### src/design/fm_alg_pkg.sv
package fm_alg_pkg;

	// ------------------------------------------------
	// widths.
	// ------------------------------------------------
	localparam int op_w    = 14; // operator result, signed.
	localparam int mod_w   = 15; // phase modulation output, signed.
	localparam int fb_w    = 3; // feedback level.
	localparam int sum_w   = op_w + 2; // room for three summed sources.
	localparam int fb_base = 10; // feedback shift is fb_base - fb.

	// ------------------------------------------------
	// encodings.
	// ------------------------------------------------
	// hardware slot order, so a plain increment walks the sequence.
	typedef enum logic [1:0] {
		slot_s1, // first slot, carries self feedback.
		slot_s3,
		slot_s2,
		slot_s4 // last slot before wrap.
	} slot_t;

	typedef enum logic [2:0] {
		alg0, alg1, alg2, alg3,
		alg4, alg5, alg6, alg7
	} alg_t;

endpackage

### src/design/fm_slot_if.sv
`timescale 1ns/1ps

// one-hot strobes naming the operator slot entering this cycle.
interface fm_slot_if;

	logic s1_enters; // slot s1 is current.
	logic s2_enters; // slot s2 is current.
	logic s3_enters; // slot s3 is current.
	logic s4_enters; // slot s4 is current.

	modport seq (
		output s1_enters, s2_enters, s3_enters, s4_enters
	);

	modport user (
		input s1_enters, s2_enters, s3_enters, s4_enters
	);

endinterface

### src/design/fm_route_if.sv
`timescale 1ns/1ps

// source-select flags for the modulation summer.
interface fm_route_if;

	logic use_prevprev1; // older s1 result, or s1 via mod path.
	logic use_internal_x; // latest s1 result.
	logic use_internal_y; // latest s3 result.
	logic use_prev2; // latest s2 result.
	logic use_prev1; // result of the previous slot.

	modport route (
		output use_prevprev1, use_internal_x, use_internal_y, use_prev2, use_prev1
	);

	modport sum (
		input use_prevprev1, use_internal_x, use_internal_y, use_prev2, use_prev1
	);

endinterface

### src/design/fm_slot_seq.sv
`timescale 1ns/1ps

module fm_slot_seq (
	input  logic              clk,
	input  logic              rst_n,
	fm_slot_if.seq            slot_bus,
	output fm_alg_pkg::slot_t slot
);

	// ------------------------------------------------
	// slot state stepping s1 -> s3 -> s2 -> s4 -> s1.
	// ------------------------------------------------
	always_ff @(posedge clk) begin
		if (!rst_n) begin
			slot <= fm_alg_pkg::slot_s1; // restart at the feedback slot.
		end else begin
			case (slot)
				fm_alg_pkg::slot_s1: slot <= fm_alg_pkg::slot_s3;
				fm_alg_pkg::slot_s3: slot <= fm_alg_pkg::slot_s2;
				fm_alg_pkg::slot_s2: slot <= fm_alg_pkg::slot_s4;
				default:             slot <= fm_alg_pkg::slot_s1; // s4 wraps.
			endcase
		end
	end

	// strobe decode.
	assign slot_bus.s1_enters = (slot == fm_alg_pkg::slot_s1);
	assign slot_bus.s3_enters = (slot == fm_alg_pkg::slot_s3);
	assign slot_bus.s2_enters = (slot == fm_alg_pkg::slot_s2);
	assign slot_bus.s4_enters = (slot == fm_alg_pkg::slot_s4);

	// ------------------------------------------------
	// checks.
	// ------------------------------------------------
	a_strobe_onehot: assert property (@(posedge clk) disable iff (!rst_n)
		$onehot({slot_bus.s1_enters, slot_bus.s2_enters,
			slot_bus.s3_enters, slot_bus.s4_enters}))
		else $error("slot strobes not one-hot."); // memory and router rely on this.

endmodule

### src/design/fm_mod_route.sv
`timescale 1ns/1ps

module fm_mod_route (
	fm_slot_if.user         slot_bus,
	input fm_alg_pkg::alg_t alg,
	fm_route_if.route       route
);

	// ------------------------------------------------
	// per-slot source decode.
	// ------------------------------------------------
	always_comb begin
		// s1 always takes its own two past outputs as feedback.
		route.use_prevprev1 = slot_bus.s1_enters ||
			(slot_bus.s3_enters && (alg == fm_alg_pkg::alg5)); // s3 fed by s1 in alg5.

		route.use_prev2 = (slot_bus.s3_enters && (alg inside {fm_alg_pkg::alg0,
			fm_alg_pkg::alg1, fm_alg_pkg::alg2})) ||
			(slot_bus.s4_enters && (alg == fm_alg_pkg::alg3)); // s2 into s4.

		route.use_internal_x = slot_bus.s4_enters &&
			(alg == fm_alg_pkg::alg2); // s1 straight into s4.

		route.use_internal_y = slot_bus.s4_enters && (alg inside {fm_alg_pkg::alg0,
			fm_alg_pkg::alg1, fm_alg_pkg::alg3, fm_alg_pkg::alg4}); // s3 into s4.

		// previous-slot chain, the serial part of each algorithm.
		route.use_prev1 = slot_bus.s1_enters ||
			(slot_bus.s3_enters && (alg == fm_alg_pkg::alg1)) ||
			(slot_bus.s2_enters && (alg inside {fm_alg_pkg::alg0, fm_alg_pkg::alg3,
				fm_alg_pkg::alg4, fm_alg_pkg::alg5, fm_alg_pkg::alg6})) ||
			(slot_bus.s4_enters && (alg inside {fm_alg_pkg::alg2,
				fm_alg_pkg::alg5}));
	end

	// alg7 sets no flag outside s1, all four carriers run unmodulated.

endmodule

### src/design/fm_op_memory.sv
`timescale 1ns/1ps

module fm_op_memory (
	input  logic                                 clk,
	input  logic                                 rst_n,
	fm_slot_if.user                              slot_bus,
	input  logic signed [fm_alg_pkg::op_w-1:0]   op_result,
	output logic signed [fm_alg_pkg::op_w-1:0]   src_prev1,
	output logic signed [fm_alg_pkg::op_w-1:0]   src_prevprev1,
	output logic signed [fm_alg_pkg::op_w-1:0]   src_prev2,
	output logic signed [fm_alg_pkg::op_w-1:0]   src_internal_x,
	output logic signed [fm_alg_pkg::op_w-1:0]   src_internal_y,
	output logic                                 feedback_slot
);

	// ------------------------------------------------
	// result history.
	// ------------------------------------------------
	logic signed [fm_alg_pkg::op_w-1:0] r_prev; // last result of any slot.
	logic signed [fm_alg_pkg::op_w-1:0] r_s1_a; // newest s1 result.
	logic signed [fm_alg_pkg::op_w-1:0] r_s1_b; // s1 result one round older.
	logic signed [fm_alg_pkg::op_w-1:0] r_s2; // newest s2 result.
	logic signed [fm_alg_pkg::op_w-1:0] r_s3; // newest s3 result.

	always_ff @(posedge clk) begin
		if (!rst_n) begin
			r_prev <= '0; // mod starts at zero.
			r_s1_a <= '0;
			r_s1_b <= '0;
			r_s2   <= '0;
			r_s3   <= '0;
		end else begin
			r_prev <= op_result; // every slot.
			if (slot_bus.s1_enters) begin
				r_s1_b <= r_s1_a; // age the feedback pair.
				r_s1_a <= op_result;
			end
			if (slot_bus.s2_enters) begin
				r_s2 <= op_result;
			end
			if (slot_bus.s3_enters) begin
				r_s3 <= op_result;
			end
		end
	end

	// ------------------------------------------------
	// source mapping.
	// ------------------------------------------------
	// at s1 the pair is the feedback history, elsewhere it is the s1 output
	// and the slot just finished.
	assign src_prev1      = slot_bus.s1_enters ? r_s1_a : r_prev;
	assign src_prevprev1  = slot_bus.s1_enters ? r_s1_b : r_s1_a;
	assign src_prev2      = r_s2; // s2 from the last round.
	assign src_internal_x = r_s1_a;
	assign src_internal_y = r_s3;

	assign feedback_slot = slot_bus.s1_enters; // summer switches to fb scaling.

	// a stored x would spread into every later modulation value.
	a_op_known: assert property (@(posedge clk) disable iff (!rst_n)
		!$isunknown(op_result))
		else $error("op_result unknown while being stored.");

endmodule

### src/design/fm_mod_sum.sv
`timescale 1ns/1ps

module fm_mod_sum (
	fm_route_if.sum                              route,
	input  logic [fm_alg_pkg::fb_w-1:0]          fb,
	input  logic                                 feedback_slot,
	input  logic signed [fm_alg_pkg::op_w-1:0]   src_prev1,
	input  logic signed [fm_alg_pkg::op_w-1:0]   src_prevprev1,
	input  logic signed [fm_alg_pkg::op_w-1:0]   src_prev2,
	input  logic signed [fm_alg_pkg::op_w-1:0]   src_internal_x,
	input  logic signed [fm_alg_pkg::op_w-1:0]   src_internal_y,
	output logic signed [fm_alg_pkg::mod_w-1:0]  mod
);

	logic signed [fm_alg_pkg::sum_w-1:0] sum; // selected sources added.
	logic signed [fm_alg_pkg::sum_w-1:0] fb_shifted; // s1 path.
	logic signed [fm_alg_pkg::sum_w-1:0] plain_shifted; // s2..s4 path.
	logic [3:0]                          fb_shamt; // 3 to 10.

	function automatic logic signed [fm_alg_pkg::sum_w-1:0] sext(
		input logic signed [fm_alg_pkg::op_w-1:0] v
	);
		sext = {{(fm_alg_pkg::sum_w - fm_alg_pkg::op_w){v[fm_alg_pkg::op_w-1]}}, v};
	endfunction

	// ------------------------------------------------
	// sum of enabled sources.
	// ------------------------------------------------
	always_comb begin
		sum = '0;
		if (route.use_prev1)      sum = sum + sext(src_prev1);
		if (route.use_prevprev1)  sum = sum + sext(src_prevprev1);
		if (route.use_prev2)      sum = sum + sext(src_prev2);
		if (route.use_internal_x) sum = sum + sext(src_internal_x);
		if (route.use_internal_y) sum = sum + sext(src_internal_y);
	end

	// ------------------------------------------------
	// scaling.
	// ------------------------------------------------
	assign fb_shamt      = 4'(fm_alg_pkg::fb_base) - {1'b0, fb}; // higher fb, less shift.
	assign fb_shifted    = sum >>> fb_shamt;
	assign plain_shifted = sum >>> 1; // halve, three sources still fit mod_w.

	always_comb begin
		if (feedback_slot) begin
			mod = (fb == '0) ? '0 : fb_shifted[fm_alg_pkg::mod_w-1:0]; // fb 0 is off.
		end else begin
			mod = plain_shifted[fm_alg_pkg::mod_w-1:0];
		end
	end

	// three sources is the widest case sum_w is sized for. this holds only if
	// the slot strobes stay one-hot upstream.
	always_comb begin
		a_flag_count: assert ($countones({route.use_prev1, route.use_prevprev1,
			route.use_prev2, route.use_internal_x, route.use_internal_y}) <= 3)
			else $error("more than three modulation sources selected.");
	end

endmodule

### src/design/fm_alg_top.sv
`timescale 1ns/1ps

module fm_alg_top (
	input  logic                                 clk,
	input  logic                                 rst_n,
	input  fm_alg_pkg::alg_t                     alg,
	input  logic [fm_alg_pkg::fb_w-1:0]          fb,
	input  logic signed [fm_alg_pkg::op_w-1:0]   op_result,
	output fm_alg_pkg::slot_t                    slot,
	output logic signed [fm_alg_pkg::mod_w-1:0]  mod
);

	// ------------------------------------------------
	// internal buses.
	// ------------------------------------------------
	fm_slot_if  slot_bus (); // slot strobes.
	fm_route_if route_bus (); // source selects.

	logic signed [fm_alg_pkg::op_w-1:0] src_prev1;
	logic signed [fm_alg_pkg::op_w-1:0] src_prevprev1;
	logic signed [fm_alg_pkg::op_w-1:0] src_prev2;
	logic signed [fm_alg_pkg::op_w-1:0] src_internal_x;
	logic signed [fm_alg_pkg::op_w-1:0] src_internal_y;
	logic                               feedback_slot; // s1 is current.

	fm_slot_seq u_seq (
		.clk      (clk),
		.rst_n    (rst_n),
		.slot_bus (slot_bus.seq),
		.slot     (slot)
	);

	fm_mod_route u_route (
		.slot_bus (slot_bus.user),
		.alg      (alg), // used in the cycle presented.
		.route    (route_bus.route)
	);

	fm_op_memory u_mem (
		.clk            (clk),
		.rst_n          (rst_n),
		.slot_bus       (slot_bus.user),
		.op_result      (op_result),
		.src_prev1      (src_prev1),
		.src_prevprev1  (src_prevprev1),
		.src_prev2      (src_prev2),
		.src_internal_x (src_internal_x),
		.src_internal_y (src_internal_y),
		.feedback_slot  (feedback_slot)
	);

	fm_mod_sum u_sum (
		.route          (route_bus.sum),
		.fb             (fb),
		.feedback_slot  (feedback_slot),
		.src_prev1      (src_prev1),
		.src_prevprev1  (src_prevprev1),
		.src_prev2      (src_prev2),
		.src_internal_x (src_internal_x),
		.src_internal_y (src_internal_y),
		.mod            (mod) // same cycle as slot.
	);

endmodule

### config.mk
export PLATFORM = sky130hd
export DESIGN_NAME = fm_alg_top
export DESIGN_NICKNAME = d
export VERILOG_FILES = /design/src/design/fm_alg_pkg.sv /design/src/design/fm_slot_if.sv /design/src/design/fm_route_if.sv /design/src/design/fm_slot_seq.sv /design/src/design/fm_mod_route.sv /design/src/design/fm_op_memory.sv /design/src/design/fm_mod_sum.sv /design/src/design/fm_alg_top.sv
export SDC_FILE = /design/constraint.sdc
export NUM_CORES = 1
export LEC_CHECK = 0
export BUFFER_PORTS_ARGS = -buffer_cell sky130_fd_sc_hd__buf_2
export CAP_MARGIN = 20
export CORE_UTILIZATION = 58
export CTS_CLUSTER_DIAMETER = 50
export CTS_CLUSTER_SIZE = 20
export DETAILED_ROUTE_END_ITERATION = 16
export PLACE_DENSITY_LB_ADDON = 0.08
export SKIP_LAST_GASP = 1
export SLEW_MARGIN = 25
export SYNTH_ARGS = -nofsm -noshare
export SYNTH_HDL_FRONTEND = slang
export SYNTH_SLANG_ARGS = --single-unit
### constraint.sdc
create_clock -name clk -period 7.9 [get_ports clk]
set_input_delay 0 -clock clk [delete_from_list [all_inputs] [get_ports clk]]
set_output_delay 0 -clock clk [all_outputs]
set_load 0.01 [all_outputs]
== Yosys cells after proc, flatten, opt, wreduce, memory -nomap -nowiden ==
Index checks and enable logic that the tools add are counted.

* Register bits: 72
* Output and inout port bits: 17
* Logic and storage cells: 51

* Add/subtract/negate cells: 5
* Eq/ne operators: 9
* Shift-type cells: 1
* Muxes and demuxes: 10
* Reductions and logical operators: 20

{| class="wikitable"
|+ Operator list
! kind !! number
|-
| $mux W16 || 5
|-
| $add A16 B14 Y16 || 4
|-
| $mux W15 || 2
|-
| $mux W14 || 2
|-
| $sshr A16 B4 Y15 || 1
|-
| $eq A3 B3 Y1 const B || 3
|-
| $logic_and A1 B1 Y1 || 8
|-
| $eq A3 B2 Y1 const B || 2
|-
| $logic_not A3 Y1 || 2
|-
| $pmux W2 S3 || 1
|-
| $logic_or A1 B1 Y1 || 5
|-
| $reduce_bool A5 Y1 || 1
|-
| $eq A2 B2 Y1 const B || 2
|-
| $reduce_bool A4 Y1 || 1
|-
| $sub A4 B3 Y4 const A || 1
|-
| $eq A3 B1 Y1 const B || 1
|-
| $reduce_bool A3 Y1 || 1
|-
| $eq A2 B1 Y1 const B || 1
|-
| $logic_not A2 Y1 || 1
|-
| $reduce_bool A2 Y1 || 1
|}

== Depth between registers and ports, before layout ==
Gate-level depths: netlist (run 1).

* Word-level depth: 17
* Depth in mapped cells: 46
* Mapped depth without buffers: 42

== Modules after synthesis ==
From an unflattened synthesis (run 1), not the netlist that was laid out.

* Cells, all modules: 1145
* Area total of the unflattened synthesis: 8549.4 µm²

{| class="wikitable"
|+ By module, submodules not included
! module !! times used !! cells an instance !! area an instance (µm²)
|-
| fm_mod_sum || 1 || 816 || 5495.3
|-
| fm_op_memory || 1 || 301 || 2806.4
|-
| fm_mod_route || 1 || 17 || 127.6
|-
| fm_slot_seq || 1 || 11 || 120.1
|}

== Worst setup path after synthesis (run 1) ==
OpenSTA, ideal clock, no wires.

* Kind: register to output
* From: reg u_seq.slot[0]
* To: out mod[4] in the netlist's numbering
* Data arrival time: 8.869 ns
* Slack: -0.969 ns
* Stages on the path, launching flop included: 43
* Cells stage by stage: dfxtp_1 > inv_1 > ha_1 > buf_2 > buf_1 > clkbuf_1 > clkbuf_1 > clkbuf_1 > clkbuf_1 > nand2_1 > nand2_1 > ha_1 > a21oi_1 > nor2b_1 > a311o_1 > and4_1 > a221oi_1 > xnor2_1 > [7 not listed] > ha_1 > a211o_1 > or3_1 > or2_2 > a31oi_1 > xnor2_1 > o22a_1 > ha_1 > a211o_1 > o211ai_1 > a21oi_1 > xor2_1 > a22oi_1 > xnor3_1 > nand2_1 > a21o_1 > o21ai_0 > or4b_1

* Word-level cells in the longest chain between the ends: 17
* Elaborated cells on any way between the ends: 31
* Classes of those cells: 4 x add/sub; 3 x eq/ne; 1 x shift; 9 x mux; 14 x reduce/logical

{| class="wikitable"
|+ Ends and longest elaborated chain
! element !! line !! text
|-
| from (decl) || fm_slot_seq.sv:7 || <nowiki>output fm_alg_pkg::slot_t slot</nowiki>
|-
| from (signal assigned) || fm_slot_seq.sv:15 || <nowiki>slot <= fm_alg_pkg::slot_s1;</nowiki>
|-
| from (signal assigned) || fm_slot_seq.sv:18 || <nowiki>fm_alg_pkg::slot_s1: slot <= fm_alg_pkg::slot_s3;</nowiki>
|-
| from (signal assigned) || fm_slot_seq.sv:19 || <nowiki>fm_alg_pkg::slot_s3: slot <= fm_alg_pkg::slot_s2;</nowiki>
|-
| $eq A2 B1 Y1 || fm_slot_seq.sv:28 || <nowiki>assign slot_bus.s3_enters = (slot == fm_alg_pkg::slot_s3);</nowiki>
|-
| $logic_and A1 B1 Y1 || fm_mod_route.sv:29 || <nowiki>(slot_bus.s3_enters && (alg == fm_alg_pkg::alg1)) ||</nowiki>
|-
| $logic_or A1 B1 Y1 || fm_mod_route.sv:28 || <nowiki>route.use_prev1 = slot_bus.s1_enters ||</nowiki>
|-
| $logic_or A1 B1 Y1 || fm_mod_route.sv:29 ||
|-
| $logic_or A1 B1 Y1 || fm_mod_route.sv:31 || <nowiki>fm_alg_pkg::alg4, fm_alg_pkg::alg5, fm_alg_pkg::alg6})) ||</nowiki>
|-
| $mux W16 || fm_mod_sum.sv:31 || <nowiki>if (route.use_prev1) sum = sum + sext(src_prev1);</nowiki>
|-
| $add A16 B14 Y16 || fm_mod_sum.sv:32 || <nowiki>if (route.use_prevprev1) sum = sum + sext(src_prevprev1);</nowiki>
|-
| $mux W16 || fm_mod_sum.sv:32 ||
|-
| $add A16 B14 Y16 || fm_mod_sum.sv:33 || <nowiki>if (route.use_prev2) sum = sum + sext(src_prev2);</nowiki>
|-
| $mux W16 || fm_mod_sum.sv:33 ||
|-
| $add A16 B14 Y16 || fm_mod_sum.sv:34 || <nowiki>if (route.use_internal_x) sum = sum + sext(src_internal_x);</nowiki>
|-
| $mux W16 || fm_mod_sum.sv:34 ||
|-
| $add A16 B14 Y16 || fm_mod_sum.sv:35 || <nowiki>if (route.use_internal_y) sum = sum + sext(src_internal_y);</nowiki>
|-
| $mux W16 || fm_mod_sum.sv:35 ||
|-
| $sshr A16 B4 Y15 || fm_mod_sum.sv:42 || <nowiki>assign fb_shifted = sum >>> fb_shamt;</nowiki>
|-
| $mux W15 || fm_mod_sum.sv:47 || <nowiki>mod = (fb == '0) ? '0 : fb_shifted[fm_alg_pkg::mod_w-1:0];</nowiki>
|-
| $mux W15 (*) || fm_mod_sum.sv:46 || <nowiki>if (feedback_slot) begin</nowiki>
|-
| to (decl) || fm_alg_top.sv:10 || <nowiki>output logic signed [fm_alg_pkg::mod_w-1:0] mod</nowiki>
|}

Every way passes the cells marked *; elsewhere a longest branch is shown, timed or not.

== Final worst setup path (run 1) ==
* From: reg u_seq.slot[1]
* To: out mod[4] in the netlist's numbering

The elaborated chain is that of the path after synthesis.

==> results_dict.tcl, run 1 <==
set metrics [dict create \
    ys_top_cells_by_area "dfxtp_1 (18%), ha_1 (10%), nand2_1 (7.6%), mux2i_1 (7.3%), nor2_1 (4.1%)" \
    crit_cells 44 \
    core_area_um2 13300 \
    io_buffers 38 \
    yosys.area.top_type "dfxtp_1" \
    grt_pass1_vias 8434 \
    dp.final_hpwl_um 19100 \
    maxCapViolations 0 \
    period_minus_slack_ps 8640 \
    drv_slew 0 \
    synth.cell_area_um2 8000 \
    drt-initial-drc-count 921 \
    post-route-period-util 1.09 \
    cts_tree "done" \
    status "finished with violations" \
    cp_max_fo 5 \
    required_ps 7900 \
    via_per_inst 6.27 \
    leakagePower_nw 4.89 \
    setup.worst_path.end "mod[4]" \
    yosysWarningCount 0 \
    fin_skew_ps 5.29 \
    dp_cells 1376 \
    vias 9130 \
    antenna_cells 0 \
    tightest_slew_ps 1110 \
    syn_inst 1077 \
    cp_top_family "compound AO/OA/AOI/OAI gates" \
    synth_top_area_share 0.180 \
    power.density_nw_per_um2 526 \
    ir_worst_vdd_uv 443 \
    ys_async_sr_fraction 0 \
    final_cells 1456 \
    dieArea_um2 14300 \
    path_class "register to output pin" \
    slowest_delay_ps 470 \
    drt_wl_total_um 28100 \
    reg2reg_slack_ps 6200 \
    fin_nets 1365 \
    min_path_type "primary input to register" \
    die_h_um 119 \
    violations "setup timing" \
    setup_viol 15 \
    num_rows 42 \
    grt_pass1_wl_um 43000 \
    seq_area_frac_synth 0.180 \
    path_common_cell "buf_4" \
    firstDrtPassIters 9 \
    synth-edff-count 0 \
    grt.total_usage 0.381 \
    synth_cell_types 88 \
    drive_above_1_share 0.283 \
    root_buffer "clkbuf_16" \
    dominantRegCellSynth "dfxtp_1" \
    ys_ff_latch 72 \
    rr_startpoint "u_seq.slot[1]$_SDFF_PN0_" \
    cp_slowest_cell "or4b_4" \
    io_pins 39 \
    drc_errors 0 \
    syn-mean-instance-area_um2 7.42 \
    clock.fmax_mhz 116 \
    relSlewSlack 0.259 \
    setup_tns_ps -8940 \
    rsz0062_at_grt "yes" \
    grt-ovfl-total 0 \
    worstReg2RegEnd "u_mem.r_s1_b[13]$_SDFFE_PN0N_" \
    synth_common_cells "nand2_1 (161), nor2_1 (88), dfxtp_1 (72), ha_1 (65), a21oi_1 (64)" \
    clock_latency_ps 350 \
    ant_nets 0 \
    worst_slack_ps -738 \
    cp-end-kind "output pin" \
    hold_viol 0 \
    die_w_um 119 \
    crit_start "u_seq.slot[1]$_SDFF_PN0_" \
    initial_core_util 0.599 \
    path_buf_inv 8 \
    post_drt_wl_per_cell_um 19.3 \
    clk_pin_slew_ps 60 \
    critPathLaunchType "register" \
    place.gp.congestion 0.946 \
    syn_nets 1167 \
    worstPathArrival_ps 8640 \
    ff2ff_path_depth 7 \
    cts-htree-levels 3 \
    area_growth_pct 34.2 \
    clkSinkCount 72 \
    clockBufferDepth 2 \
    yosysMostFrequentCell "nand2_1" \
    grt_max_degree 73 \
    antenna_found_initial 0 \
    cts_buffers 9 \
]
## flip-flops by register name, summed over array words and instances, names as in the netlist
name	count
u_mem.r_s1_b	14
u_mem.src_internal_y	14
u_mem.src_internal_x	14
u_mem.src_prev2	14
u_mem.r_prev	14
u_seq.slot	2
## placed cells by master (no fill, tap or decap), types with 7 or more instances in the layout
| cell | Yosys | final |
|---|---|---|
| o21a_1 | 17 | 17 |
| buf_2 | 6 | 36 |
| inv_1 | 34 | 33 |
| o22ai_1 | 11 | 9 |
| clkbuf_16 | 0 | 9 |
| and2_1 | 21 | 21 |
| nand2b_1 | 10 | 10 |
| nand2_1 | 161 | 154 |
| mux2i_1 | 58 | 56 |
| o211ai_1 | 10 | 10 |
| dfxtp_1 | 72 | 70 |
| a21o_1 | 26 | 26 |
| nor2b_1 | 47 | 47 |
| nor3_1 | 21 | 19 |
| nor2_1 | 88 | 86 |
| o21ai_0 | 57 | 42 |
| a21oi_1 | 64 | 50 |
| a211oi_1 | 15 | 12 |
| buf_6 | 1 | 8 |
| a31oi_1 | 16 | 14 |
| nand3_1 | 13 | 12 |
| mux2_2 | 10 | 9 |
| buf_4 | 1 | 184 |
| xnor2_1 | 30 | 27 |
| a211o_1 | 9 | 9 |
| and3_1 | 8 | 8 |
| ha_4 | 0 | 11 |
| xor2_1 | 16 | 15 |
| nand2_2 | 0 | 7 |
| dlygate4sd3_1 | 0 | 13 |
| a21oi_2 | 0 | 14 |
| ha_1 | 65 | 53 |
| a21boi_0 | 17 | 17 |
| nor4_1 | 8 | 7 |
| o21ai_1 | 1 | 9 |
## per-stage QoR
stage                     hold WS, ps  area, µm²  power, mW  utilization  setup slack (ps)
after CTS                        4.50      10400       5.20        0.781              -331
after global routing             7.53      10700       5.99        0.804             -1060
final                            4.86      10700       5.65        0.804              -738
after global placement            260       9400       4.33        0.704              -224
after detailed placement          266       9400       4.38        0.704              -256
after floorplan                   122       8160       3.00            -             -98.6
## per-layer routing
metal  share of wire  GRT usage  vias to the layer above
li1                -          -                     4313
met1            0.42      0.488                     4263
met2            0.46      0.624                      441
met5               0          0                        -
met3           0.070     0.0647                      113
met4           0.046      0.174                        0
## worst min path at each step
stage                        startpoint                                    to  slack [ps]  cells after the start
after floorplan            op_result[0]            u_mem.r_prev[0]$_SDFF_PN0_         120                      1
after global placement    op_result[10]           u_mem.r_prev[10]$_SDFF_PN0_         260                      2
after detailed placement   op_result[3]            u_mem.r_prev[3]$_SDFF_PN0_         270                      2
after CTS                  op_result[8]            u_mem.r_prev[8]$_SDFF_PN0_           5                      2
after global routing       op_result[8]            u_mem.r_prev[8]$_SDFF_PN0_           8                      2
final                      op_result[8]  u_mem.src_internal_x[8]$_SDFFE_PN0N_           5                      3
## timing repair
| item | in CTS | in global routing |
|---|---|---|
| hold buffers | 13 | 0 |
| setup buffers | 39 | 14 |
| gates cloned | 0 | 0 |
| hold endpoints to repair | 32 | 0 |
| pin swaps | 65 | 32 |
| setup endpoints to repair | 15 | 15 |
| resized for setup | 63 | 43 |
## kinds of logic (layout without fill, tap and decap cells)
logic type,Yosys count,count (layout),share of synthesized area
AO/OA/AOI/OAI,318,318,0.272
adder cells (fa/ha/maj),70,70,0.112
multiplexers,71,71,0.0942
XOR/XNOR,47,47,0.0532
buffers and inverters,92,295,0.0455
AND/OR/NAND/NOR,407,407,0.243
flip-flops,72,72,0.180
## report_power, final
group          total [mW]  internal, mW  switching (mW)
Sequential          0.527         0.444          0.0832
Combinational        4.68          2.21            2.48
Clock               0.437         0.273           0.164
Total                5.65          2.93            2.72
## area by class of cell
type                    instances  area [µm²]
flip-flops and latches         72        1450
clock inverters                 7        86.3
fillers                       952        2620
well taps                     176         220
multi-input cells             913        6790
repair buffers                243        1820
inverters                      36         139
clock buffers                   9         225
## worst reg2reg max path, delay by kind of cell (launching register included)
kind	cells	cell delay [ps]
simple gates	1	60
flops	1	360
fa+ha+maj	1	170
mux	1	200
buf+inv	4	810
(Power assumes the default switching activity.)
==> run 2: changes to the inputs <==
--- a/config.mk
+++ b/config.mk
@@ -12,7 +12,6 @@
 export CTS_CLUSTER_SIZE = 20
 export DETAILED_ROUTE_END_ITERATION = 16
 export PLACE_DENSITY_LB_ADDON = 0.08
-export SKIP_LAST_GASP = 1
 export SLEW_MARGIN = 25
 export SYNTH_ARGS = -nofsm -noshare
 export SYNTH_HDL_FRONTEND = slang
==> run 2 against run 1 <==
Effect of this change:
- the flow still finishes with violations (setup timing)
- wire length fell by 1.7%
- critical endpoint unchanged
- critical path depth fell by 4
- via count fell by 0.47%
==> results_dict.tcl, run 2 (synthesized netlist as in run 1, its figures left out) <==
set metrics [dict create \
    maxCapViolations 0 \
    clock.fmax_mhz 117 \
    ir_worst_vdd_uv 334 \
    cts_buffers 9 \
    drt_wl_total_um 27700 \
    leakagePower_nw 4.83 \
    place.gp.congestion 0.946 \
    clkSinkCount 72 \
    drive_above_1_share 0.273 \
    antenna_cells 0 \
    worstPathArrival_ps 8570 \
    drv_slew 0 \
    num_rows 42 \
    clock_latency_ps 340 \
    grt_max_degree 73 \
    post_drt_wl_per_cell_um 19.1 \
    firstDrtPassIters 5 \
    area_growth_pct 32.6 \
    clk_pin_slew_ps 60 \
    crit_start "u_seq.slot[0]$_SDFF_PN0_" \
    grt.total_usage 0.381 \
    min_path_type "primary input to register" \
    io_pins 39 \
    relSlewSlack 0.0676 \
    worstReg2RegEnd "u_mem.r_s1_b[13]$_SDFFE_PN0N_" \
    post-route-period-util 1.09 \
    status "finished with violations" \
    n_fill_cell 976 \
    postPlaceCellArea_um2 9400 \
    drt-initial-drc-count 795 \
    grt-ovfl-total 0 \
    hold_viol 0 \
    drc_errors 0 \
    rr_startpoint "u_seq.slot[0]$_SDFF_PN0_" \
    violations "setup timing" \
    setup_viol 15 \
    dp.final_hpwl_um 19100 \
    final_common_cell "buf_4" \
    cp-end-kind "output pin" \
    via_per_inst 6.28 \
    grt_pass1_wl_um 43000 \
    reg2reg_slack_ps 6190 \
    root_buffer "clkbuf_16" \
    power.density_nw_per_um2 522 \
    grt_pass1_vias 8416 \
    setup.worst_path.end "mod[4]" \
    cts-htree-levels 3 \
    cts_tree "done" \
    final_util 0.794 \
    worst_slack_ps -675 \
    required_ps 7900 \
    clockBufferDepth 2 \
    fin_skew_ps 5.54 \
    dieArea_um2 14300 \
    critPathLaunchType "register" \
    initial_core_util 0.599 \
    vias 9087 \
    core_area_um2 13300 \
    rsz0062_at_grt "yes" \
    final_cell_mix "buf_4 (175), nand2_1 (156), nor2_1 (86), dfxtp_1 (70), mux2i_1 (57)" \
    post-place-ws_ps -256 \
    cp_slowest_cell "or4b_4" \
    io_buffers 38 \
    period_minus_slack_ps 8570 \
    path_class "register to output pin" \
    cp_max_fo 7 \
    tightest_slew_ps 1400 \
    die_h_um 119 \
    die_w_um 119 \
    ant_nets 0 \
    ff2ff_path_depth 6 \
    fin_nets 1356 \
    slowest_delay_ps 470 \
    fin_area_um2 10600 \
    antenna_found_initial 0 \
]
==> run 2: changes by cell type in the layout (fill, tap and decap cells not counted), moves of 2 or more <==
cell and delta:
mux2i_4 -2, ha_4 -2, o21ai_0 +3, buf_4 -9
nand2_2 -2, nand2_1 +2, o21ai_1 -3
==> run 2: worst min-delay path by stage <==
stage	slack [ps]	endpoint	start	cells after the start
2_1_floorplan	120	u_mem.r_prev[0]$_SDFF_PN0_	op_result[0]	1
3_3_place_gp	260	u_mem.r_prev[10]$_SDFF_PN0_	op_result[10]	2
3_5_place_dp	270	u_mem.r_prev[3]$_SDFF_PN0_	op_result[3]	2
4_1_cts	5	u_mem.r_prev[8]$_SDFF_PN0_	op_result[8]	2
5_1_grt	8	u_mem.r_prev[8]$_SDFF_PN0_	op_result[8]	2
6_report	10	u_mem.src_internal_x[8]$_SDFFE_PN0N_	op_result[8]	3
==> run 2: metrics by stage <==
stage | hold WS, ps | cells | TNS [ps] | power [mW]
after floorplan | 122 | 1077 | -98.6 | 3.00
after global placement | 260 | 1376 | -1670 | 4.33
after detailed placement | 266 | 1376 | -2280 | 4.38
after CTS | 4.50 | 1442 | -3170 | 5.20
after global routing | 7.53 | 1447 | -12820 | 5.88
final | 9.53 | 1447 | -8460 | 5.53
==> run 2: metal layers <==
| metal | GRT usage | share of wire | wire (µm) |
|---|---|---|---|
| met5 | 0 | 0 | 0 |
| met4 | 0.174 | 0.046 | 1270 |
| met2 | 0.624 | 0.46 | 12800 |
| met3 | 0.0637 | 0.068 | 1890 |
| met1 | 0.488 | 0.42 | 11700 |
==> run 2: final cells by class <==
| class | instances | area (µm²) | share of cell area |
|---|---|---|---|
| Clock inverter | 7 | 86.3 | 0.00815 |
| Inverter | 36 | 139 | 0.0131 |
| Multi-Input combinational cell | 913 | 6730 | 0.635 |
| Tap cell | 176 | 220 | 0.0208 |
| Sequential cell | 72 | 1450 | 0.137 |
| Clock buffer | 9 | 225 | 0.0212 |
| Timing Repair Buffer | 234 | 1750 | 0.166 |
==> run 2: what timing repair did <==
action                                  4_1_cts  5_1_grt
endpoints found under the setup margin       15       15
buffers inserted                             39        5
hold endpoints to repair                     32        0
resized for setup                            63       31
hold buffers                                 13        0
pin swaps                                    65       33
==> run 2: worst max-delay path: cells and delay by family (launching register included) <==
| kind | cells | cell delay, ps |
|---|---|---|
| AND/OR/NAND/NOR | 12 | 2330 |
| flip-flops | 1 | 370 |
| XOR/XNOR | 6 | 1100 |
| buffers and inverters | 2 | 270 |
| adder cells (fa/ha/maj) | 5 | 1400 |
| AO/OA/AOI/OAI | 15 | 2780 |
==> run 2: power breakdown <==
group / switching (mW) / total (mW) / internal [mW]
clock network: 0.164 / 0.437 / 0.273
registers: 0.0819 / 0.526 / 0.444
logic: 2.43 / 4.57 / 2.14
